--- src/timingPkg.sv ---
package timingPkg;

	//////////////////////////////
	// Counter widths
	//////////////////////////////

	// Pixel counter width, room for 512 pixels per line
	localparam int hCountWidth = 9;

	// Line counter width, room for 512 lines per frame
	localparam int vCountWidth = 9;

	//////////////////////////////
	// Horizontal regions
	//////////////////////////////

	// Where the beam is along the line
	// Active video first, then front porch, sync pulse, back porch
	typedef enum logic [1:0] {
		hActive,
		hFrontPorch,
		hSync,
		hBackPorch
	} hPhase;

	//////////////////////////////
	// Default raster
	//////////////////////////////

	// Horizontal, in pixels at 6 MHz
	localparam int defaultHTotal = 384;
	localparam int defaultHActive = 288;
	localparam int defaultHSyncStart = 304;
	localparam int defaultHSyncWidth = 32;

	// Vertical, in lines
	localparam int defaultVTotal = 264;
	localparam int defaultVActive = 224;
	localparam int defaultVSyncStart = 240;
	localparam int defaultVSyncWidth = 8;

	// 48 MHz / 8 / 384 / 264 gives roughly 59.2 Hz frame rate

endpackage

--- src/clockDivider.sv ---
`timescale 1ns/1ns

module clockDivider (
	input logic clk48M,
	input logic rstN,
	output logic ce24,
	output logic ce12,
	output logic ce6
);

	//////////////////////////////
	// Phase counter
	//////////////////////////////

	// Eight master cycles per 6 MHz pixel
	logic [2:0] phase;

	// Free running, wraps 7 -> 0
	always_ff @(posedge clk48M or negedge rstN) begin
		if (!rstN) begin
			phase <= 3'd0;
		end else begin
			phase <= phase + 3'd1;
		end
	end

	//////////////////////////////
	// Strobe decode
	//////////////////////////////

	// Registered so every strobe is one clean master cycle wide
	// 24 MHz on odd phases, every second cycle
	// 12 MHz on phases 3 and 7
	// 6 MHz on phase 7 only, so it always lands on a 12 and 24 strobe
	always_ff @(posedge clk48M or negedge rstN) begin
		if (!rstN) begin
			ce24 <= 1'b0;
			ce12 <= 1'b0;
			ce6 <= 1'b0;
		end else begin
			ce24 <= phase[0];
			ce12 <= (phase[1:0] == 2'd3);
			ce6 <= (phase == 3'd7);
		end
	end

	// First ce6 follows reset release by eight cycles
	// Phase 7 is decoded on the eighth edge

endmodule

--- src/videoCounter.sv ---
`timescale 1ns/1ns

module videoCounter #(
	parameter int hTotal = timingPkg::defaultHTotal,
	parameter int vTotal = timingPkg::defaultVTotal
) (
	input logic clk48M,
	input logic rstN,
	input logic ce6,
	output logic [timingPkg::hCountWidth-1:0] hCount,
	output logic [timingPkg::vCountWidth-1:0] vCount,
	output logic lineEnd,
	output logic frameEnd
);

	//////////////////////////////
	// Raster limits
	//////////////////////////////

	localparam int hW = timingPkg::hCountWidth;
	localparam int vW = timingPkg::vCountWidth;

	// Last pixel and last line, sized to the counters
	localparam int hLastInt = hTotal - 1;
	localparam int vLastInt = vTotal - 1;
	localparam logic [hW-1:0] hLast = hLastInt[hW-1:0];
	localparam logic [vW-1:0] vLast = vLastInt[vW-1:0];

	// Counters sit on their final value
	logic hWrap;
	logic vWrap;

	assign hWrap = (hCount == hLast);
	assign vWrap = (vCount == vLast);

	//////////////////////////////
	// Pixel counter
	//////////////////////////////

	// One step per pixel strobe
	always_ff @(posedge clk48M or negedge rstN) begin
		if (!rstN) begin
			hCount <= '0;
		end else if (ce6) begin
			if (hWrap) begin
				hCount <= '0;
			end else begin
				hCount <= hCount + 1'b1;
			end
		end
	end

	//////////////////////////////
	// Line counter
	//////////////////////////////

	// Steps only when the pixel counter wraps
	always_ff @(posedge clk48M or negedge rstN) begin
		if (!rstN) begin
			vCount <= '0;
		end else if (lineEnd) begin
			if (vWrap) begin
				vCount <= '0;
			end else begin
				vCount <= vCount + 1'b1;
			end
		end
	end

	//////////////////////////////
	// Reset points
	//////////////////////////////

	// Horizontal reset point, high on the ce6 that wraps hCount
	assign lineEnd = ce6 & hWrap;

	// Vertical reset point, both counters wrap together
	assign frameEnd = lineEnd & vWrap;

	// Counters move on the edge that samples the strobe,
	// so new values show one cycle after ce6

endmodule

--- src/syncGenerator.sv ---
`timescale 1ns/1ns

module syncGenerator #(
	parameter int hActive = timingPkg::defaultHActive,
	parameter int hSyncStart = timingPkg::defaultHSyncStart,
	parameter int hSyncWidth = timingPkg::defaultHSyncWidth,
	parameter int vActive = timingPkg::defaultVActive,
	parameter int vSyncStart = timingPkg::defaultVSyncStart,
	parameter int vSyncWidth = timingPkg::defaultVSyncWidth
) (
	input logic clk48M,
	input logic rstN,
	input logic ce6,
	input logic [timingPkg::hCountWidth-1:0] hCount,
	input logic [timingPkg::vCountWidth-1:0] vCount,
	output logic nHSync,
	output logic nVSync,
	output logic nHBlank,
	output logic nVBlank,
	output logic nCompSync,
	output logic blanking
);

	//////////////////////////////
	// Region boundaries
	//////////////////////////////

	localparam int hW = timingPkg::hCountWidth;
	localparam int vW = timingPkg::vCountWidth;

	// Sync pulses end one past their last count
	localparam int hSyncEndInt = hSyncStart + hSyncWidth;
	localparam int vSyncEndInt = vSyncStart + vSyncWidth;

	// Horizontal edges, sized to hCount
	localparam logic [hW-1:0] hActiveEnd = hActive[hW-1:0];
	localparam logic [hW-1:0] hSyncBegin = hSyncStart[hW-1:0];
	localparam logic [hW-1:0] hSyncEnd = hSyncEndInt[hW-1:0];

	// Vertical edges, sized to vCount
	localparam logic [vW-1:0] vActiveEnd = vActive[vW-1:0];
	localparam logic [vW-1:0] vSyncBegin = vSyncStart[vW-1:0];
	localparam logic [vW-1:0] vSyncEnd = vSyncEndInt[vW-1:0];

	//////////////////////////////
	// Horizontal classifier
	//////////////////////////////

	// Region of the current pixel
	timingPkg::hPhase phase;

	// Regions follow in line order, so a chain of compares is enough
	// Enum values are scoped, the bare hActive here is the parameter
	always_comb begin
		if (hCount < hActiveEnd) begin
			phase = timingPkg::hActive;
		end else if (hCount < hSyncBegin) begin
			phase = timingPkg::hFrontPorch;
		end else if (hCount < hSyncEnd) begin
			phase = timingPkg::hSync;
		end else begin
			phase = timingPkg::hBackPorch;
		end
	end

	// Active-high conditions for the current position
	logic hBlankNow;
	logic hSyncNow;
	logic vBlankNow;
	logic vSyncNow;

	// Everything past active video blanks
	assign hBlankNow = (phase != timingPkg::hActive);
	assign hSyncNow = (phase == timingPkg::hSync);

	//////////////////////////////
	// Vertical decode
	//////////////////////////////

	// Lines below the visible area blank
	assign vBlankNow = (vCount >= vActiveEnd);

	// Sync window inside vertical blank
	assign vSyncNow = (vCount >= vSyncBegin) && (vCount < vSyncEnd);

	//////////////////////////////
	// Output registers
	//////////////////////////////

	// Sampled every master cycle, one cycle behind the counters
	// Composite sync is the AND of the two active-low syncs
	always_ff @(posedge clk48M or negedge rstN) begin
		if (!rstN) begin
			nHBlank <= 1'b1;
			nVBlank <= 1'b1;
			nHSync <= 1'b1;
			nVSync <= 1'b1;
			nCompSync <= 1'b1;
		end else begin
			nHBlank <= ~hBlankNow;
			nVBlank <= ~vBlankNow;
			nHSync <= ~hSyncNow;
			nVSync <= ~vSyncNow;
			nCompSync <= ~(hSyncNow | vSyncNow);
		end
	end

	//////////////////////////////
	// Latched blanking
	//////////////////////////////

	// Pixel-clocked flip-flop on the blanking lines
	// Takes the state of nHBlank and nVBlank at each ce6,
	// so it runs one pixel behind them
	always_ff @(posedge clk48M or negedge rstN) begin
		if (!rstN) begin
			blanking <= 1'b0;
		end else if (ce6) begin
			blanking <= ~(nHBlank & nVBlank);
		end
	end

endmodule

--- src/timingSubsystem.sv ---
`timescale 1ns/1ns

module timingSubsystem #(
	parameter int hTotal = timingPkg::defaultHTotal,
	parameter int hActive = timingPkg::defaultHActive,
	parameter int hSyncStart = timingPkg::defaultHSyncStart,
	parameter int hSyncWidth = timingPkg::defaultHSyncWidth,
	parameter int vTotal = timingPkg::defaultVTotal,
	parameter int vActive = timingPkg::defaultVActive,
	parameter int vSyncStart = timingPkg::defaultVSyncStart,
	parameter int vSyncWidth = timingPkg::defaultVSyncWidth
) (
	input logic clk48M,
	input logic rstN,
	// Clock enables
	output logic ce24,
	output logic ce12,
	output logic ce6,
	// Raster position and reset points
	output logic [timingPkg::hCountWidth-1:0] hCount,
	output logic [timingPkg::vCountWidth-1:0] vCount,
	output logic lineEnd,
	output logic frameEnd,
	// Video sync
	output logic nHSync,
	output logic nVSync,
	output logic nHBlank,
	output logic nVBlank,
	output logic nCompSync,
	output logic blanking
);

	//////////////////////////////
	// Clock divider
	//////////////////////////////

	// Master clock down to the 24, 12 and 6 MHz strobes
	clockDivider uClockDivider (
		.clk48M(clk48M),
		.rstN(rstN),
		.ce24(ce24),
		.ce12(ce12),
		.ce6(ce6)
	);

	//////////////////////////////
	// Raster counters
	//////////////////////////////

	// Only the totals matter here
	videoCounter #(
		.hTotal(hTotal),
		.vTotal(vTotal)
	) uVideoCounter (
		.clk48M(clk48M),
		.rstN(rstN),
		.ce6(ce6),
		.hCount(hCount),
		.vCount(vCount),
		.lineEnd(lineEnd),
		.frameEnd(frameEnd)
	);

	//////////////////////////////
	// Sync decode
	//////////////////////////////

	// Active and sync windows go to the decoder
	syncGenerator #(
		.hActive(hActive),
		.hSyncStart(hSyncStart),
		.hSyncWidth(hSyncWidth),
		.vActive(vActive),
		.vSyncStart(vSyncStart),
		.vSyncWidth(vSyncWidth)
	) uSyncGenerator (
		.clk48M(clk48M),
		.rstN(rstN),
		.ce6(ce6),
		.hCount(hCount),
		.vCount(vCount),
		.nHSync(nHSync),
		.nVSync(nVSync),
		.nHBlank(nHBlank),
		.nVBlank(nVBlank),
		.nCompSync(nCompSync),
		.blanking(blanking)
	);

endmodule

--- config.mk ---
export PLATFORM = sky130hd
export DESIGN_NAME = timingSubsystem
export DESIGN_NICKNAME = d
export VERILOG_FILES = /design/src/timingPkg.sv /design/src/clockDivider.sv /design/src/videoCounter.sv /design/src/syncGenerator.sv /design/src/timingSubsystem.sv
export SDC_FILE = /design/constraint.sdc
export NUM_CORES = 1
export LEC_CHECK = 0
export BUFFER_PORTS_ARGS = -buffer_cell sky130_fd_sc_hd__buf_2
export CORE_AREA = 2 2 47 81
export DETAILED_ROUTE_END_ITERATION = 8
export DIE_AREA = 0 0 49 83
export GPL_TIMING_DRIVEN = 0
export PLACE_DENSITY_LB_ADDON = 0.15
export SLEW_MARGIN = 10
export SYNTH_ARGS = -nofsm -noshare
export SYNTH_HDL_FRONTEND = slang
export SYNTH_HIERARCHICAL = 1
export SYNTH_SLANG_ARGS = --single-unit
--- constraint.sdc ---
create_clock -name clk48M -period 5.1 [get_ports clk48M]
set_clock_uncertainty 0.2 [all_clocks]
set_input_delay 1.02 -clock clk48M [delete_from_list [all_inputs] [get_ports clk48M]]
set_output_delay 1.02 -clock clk48M [all_outputs]
set_load 0.05 [all_outputs]
# After elaboration in Yosys (flattened, before gate mapping)
# Cells that the tools add are included.
[totals]
ff_bits = 30
wordCells = 43
input_bits = 2
output_inout_bits = 29
[classes]
bitwise = 10
reduce_logical = 2
n_mux = 5
add_sub_neg = 3
eq_ne = 5
n_lt_le_gt_ge = 6
[ops]
columns = ["op", "n"]
rows = [
  ["< comparator 9 bit, second input constant", 3],
  ["adder 9 x 1 -> 9 bit, second input constant", 2],
  ["== test 9 bit, second input constant", 2],
  ["greater-or-equal comparator 9 x 8 -> 1 bit, second input constant", 2],
  ["two-way mux 9 bit", 2],
  ["< comparator 9 x 8 -> 1 bit, second input constant", 1],
  ["NOT 1 bit", 6],
  ["== test 2 bit, second input constant", 2],
  ["two-way mux 2 bit", 2],
  ["adder 3 x 1 -> 3 bit, second input constant", 1],
  ["bitwise AND 1 bit", 3],
  ["== test 3 bit, second input constant", 1],
  ["nonzero test 2 bit", 1],
  ["logical AND 1 bit", 1],
  ["two-way mux 1 bit", 1],
  ["OR 1 bit", 1],
]

# Depth between registers and ports, before layout
[depth]
word_depth = 7
mapped_depth = 7
depth_no_buf = 6

# Modules after synthesis
# The synthesis kept the hierarchy.
[by_module_without_submodules]
columns = ["module", "n_inst", "area_per_inst_um2", "seq_area_each_um2", "cells_each"]
rows = [
  ["videoCounter", 1, 900.9, 450.4, 90],
  ["syncGenerator", 1, 236.5, 156.4, 18],
  ["clockDivider", 1, 178.9, 150.1, 9],
]

# Worst setup path before layout
# No wires, ideal clock.
[synth_path]
path_kind = "register to output"
from = "reg uVideoCounter/vCount[3] (netlist bit)"
to = "out frameEnd"
stages_incl_launch_ff = 4
path_slack_ps = 1483
n_path_buf = 0
arrival_time_ps = 2397
t_required_ps = 3880
cell_sequence = "dfrtp_1 -> or4b_1 -> or4_4 -> nor2_1"
[synth_via]
elab_chain_len = 2
[synth_rtl]
columns = ["item", "line", "rtl"]
rows = [
  ["from (decl)", "videoCounter.sv:11", "output logic [timingPkg::vCountWidth-1:0] vCount,"],
  ["from (signal assigned)", "videoCounter.sv:65", "vCount <= vCount + 1'b1;"],
  ["== test 9 bit", "videoCounter.sv:34", "assign vWrap = (vCount == vLast);"],
  ["bitwise AND 1 bit", "videoCounter.sv:78", "assign frameEnd = lineEnd & vWrap;"],
  ["to (decl)", "timingSubsystem.sv:23", "output logic frameEnd,"],
]
# No other way between the ends.

# Worst setup path after layout
# Ends and elaborated chain as after synthesis.

==> flow_summary.json <==
{
  "outcome": "completed",
  "syn-cell-area_um2": 1320,
  "vias": 1003,
  "die_h_um": 83,
  "post_cts_buffers": 0,
  "fmax_mhz": 290,
  "maxCapViolations": 0,
  "setup_violations": 0,
  "ctsRootBufferMaster": "clkbuf_8",
  "drt_iter0_drc": 21,
  "endpoint_kind": "output pin",
  "finalWirelength_mm": 2.50,
  "via_per_inst": 5.02,
  "grt_max_degree": 31,
  "gp_congestion": 0.840,
  "reg_top3": "uVideoCounter/hCount: 9 flops, uVideoCounter/vCount: 9 flops, uClockDivider/phase: 3 flops",
  "synthCells": 117,
  "hold_violations": 0,
  "cts.sinks": 30,
  "area_delta_synth_final_pct": 24.0,
  "layout-drive-gt1-share_pct": 34.2,
  "crit_type": "register to output pin",
  "num-nets-final": 160,
  "final_common_cell": "buf_2",
  "synth_seq_cells": 30,
  "syn_area_per_cell_um2": 11.3,
  "cts_tree": "yes",
  "hp-class": "register to register",
  "antenna_found_initial": 0,
  "leakagePower_nw": 0.784,
  "ios": 31,
  "finalCriticalPeriod_ps": 3450,
  "slew_headroom_pct": 56.9,
  "dr.pass1.iters": 5,
  "final_cell_mix": "buf_2 (30), dfrtp_1 (25), nand2_1 (13)",
  "numCtsBuffers": 5,
  "syn_nets": 123,
  "grt_usage_pct": 14.1,
  "drtAntennaViolNets": 0,
  "grt_pass1_wl_mm": 4.36,
  "hold-worst-slack_ps": 208,
  "dp_hpwl_mm": 1.75,
  "grt_overflow": 0,
  "ys_warn_count": 6,
  "synth.distinct_cells": 35,
  "clock_latency_ps": 270,
  "core_area_um2": 3400,
  "tightestPinTransition_ps": 646,
  "critPathRequiredTime_ps": 3880,
  "slew_violations": 0,
  "fin_crit_sh_pct": 67.7,
  "wire_per_inst_um": 12.5,
  "initial_utilization_pct": 38.7,
  "htree_levels": 2,
  "critPathMaxStageDelay_ps": 570,
  "num_rows": 28,
  "finalSetupTns_ps": 0,
  "dieArea_um2": 4070,
  "cts_resized": 0,
  "clockBufferDepth": 2,
  "critPathLaunchType": "register",
  "max-vdd-ir-drop_mv": 0.206,
  "die_x_um": 49,
  "critPathSlowestCell": "or4b_1",
  "crit_family": "simple AND/OR/NAND/NOR gates",
  "cp.arrival_ps": 2230,
  "crit_chain": "or4b_1 -> or4_4 -> nor2_1 -> buf_2",
  "drc_errors": 0,
  "cp_num_buf_inv": 1,
  "antennaDiodeCount": 0,
  "path_clk_slew_ps": 60,
  "holdBufCountCts": 0,
  "cp_max_fo": 9,
  "synth-seq-area-share_pct": 57.5,
  "grt_pass1_vias": 946,
  "placement.io_buffers": 30,
  "rsz0062_at_grt": "no",
  "p_per_area_nw_per_um2": 282
}
worst register-to-register path, stage by stage (launching register included):
cell     delay, ps
dfrtp_1        480
or4b_1         570
or4_4          540
a21o_1         180
a22o_1         220
power breakdown:
part	leakage, nW	internal [W]	switching (W)
Combinational	0.339	0.000000275	0.00000429
Clock	0.0575	0.000136	0.0000823
Sequential	0.388	0.000238	0
Total	0.784	0.000375	0.0000866
cell type report:
type	count	area, um2
sequential	30	757
inverter	5	18.8
fill	330	1770
multi-input combinational	81	529
tap	45	56.3
timing repair buffer	30	150
buffer	1	11.3
clock buffer	8	110
metrics by stage:
step	std cells	setup slack, ps	util [%]	cell area, um2	total power (W)
6_report	200	1650	48.0	1630	0.000461
4_1_cts	200	1630	48.0	1630	0.000471
3_3_place_gp	192	1950	44.8	1520	0.000247
5_1_grt	200	1520	48.0	1630	0.000487
2_1_floorplan	117	1480	-	1320	0.000242
3_5_place_dp	192	1930	44.8	1520	0.000247
final timing paths:
path | start | end | slack (ps) | cells past startpoint
min in group asynchronous | rstN | uSyncGenerator/blanking$_DFFE_PN0P_ | 570 | 1
hold reg to reg | uClockDivider/phase[0]$_DFF_PN0_ | uClockDivider/ce24$_DFF_PN0_ | 210 | 0
setup / recovery | uVideoCounter/vCount[3]$_DFFE_PN0P_ | frameEnd | 1650 | 4
setup reg to reg | uVideoCounter/vCount[3]$_DFFE_PN0P_ | uVideoCounter/vCount[3]$_DFFE_PN0P_ | 2800 | 4
max in group asynchronous | rstN | uVideoCounter/hCount[5]$_DFFE_PN0P_ | 3710 | 1
hold / removal | uClockDivider/phase[0]$_DFF_PN0_ | uClockDivider/ce24$_DFF_PN0_ | 210 | 0
per-layer routing:
metal / GRT usage [%] / up-vias / share of wire (%)
met2: 22.5 / 28 / 51
met4: 7.79 / 0 / 2.3
li1: - / 491 / -
met3: 5.22 / 7 / 5.4
met1: 15.9 / 477 / 41
met5: 0 / - / 0
cells by family (layout without fill, tap and decap cells):
family,count (synthesis),in the layout,synth area share (%)
fa+ha+maj,4,4,3.80
mux,2,2,1.71
compound gates,15,15,7.89
flops,30,30,57.5
xor+xnor,9,9,5.99
buf+inv,6,44,2.28
simple gates,51,51,20.8
Yosys cell counts, drive strengths merged:
master	n	area, um2
nor3	4	20.0
a21o	1	7.51
nand4	3	25.0
a21boi	1	11.3
a22o	2	17.5
a21oi	1	5.00
nor3b	1	12.5
nand2b	1	6.26
inv	5	18.8
xnor2	7	61.3
mux2	2	22.5
o21bai	1	7.51
dfrtp	25	626
or3	2	12.5
o22ai	1	6.26
nor4	2	12.5
o21ai	4	20.0
or4	1	11.3
o31ai	1	7.51
or2b	1	8.76
nor2	10	37.5
ha	4	50.1
or4b	2	20.0
dfstp	5	131
a31oi	2	12.5
xor2	2	17.5
nand2	13	48.8
nor2b	1	6.26
and3	1	7.51
nand3	9	45.0
o311ai	1	8.76
buf	1	11.3
(Power assumes the default switching activity.)
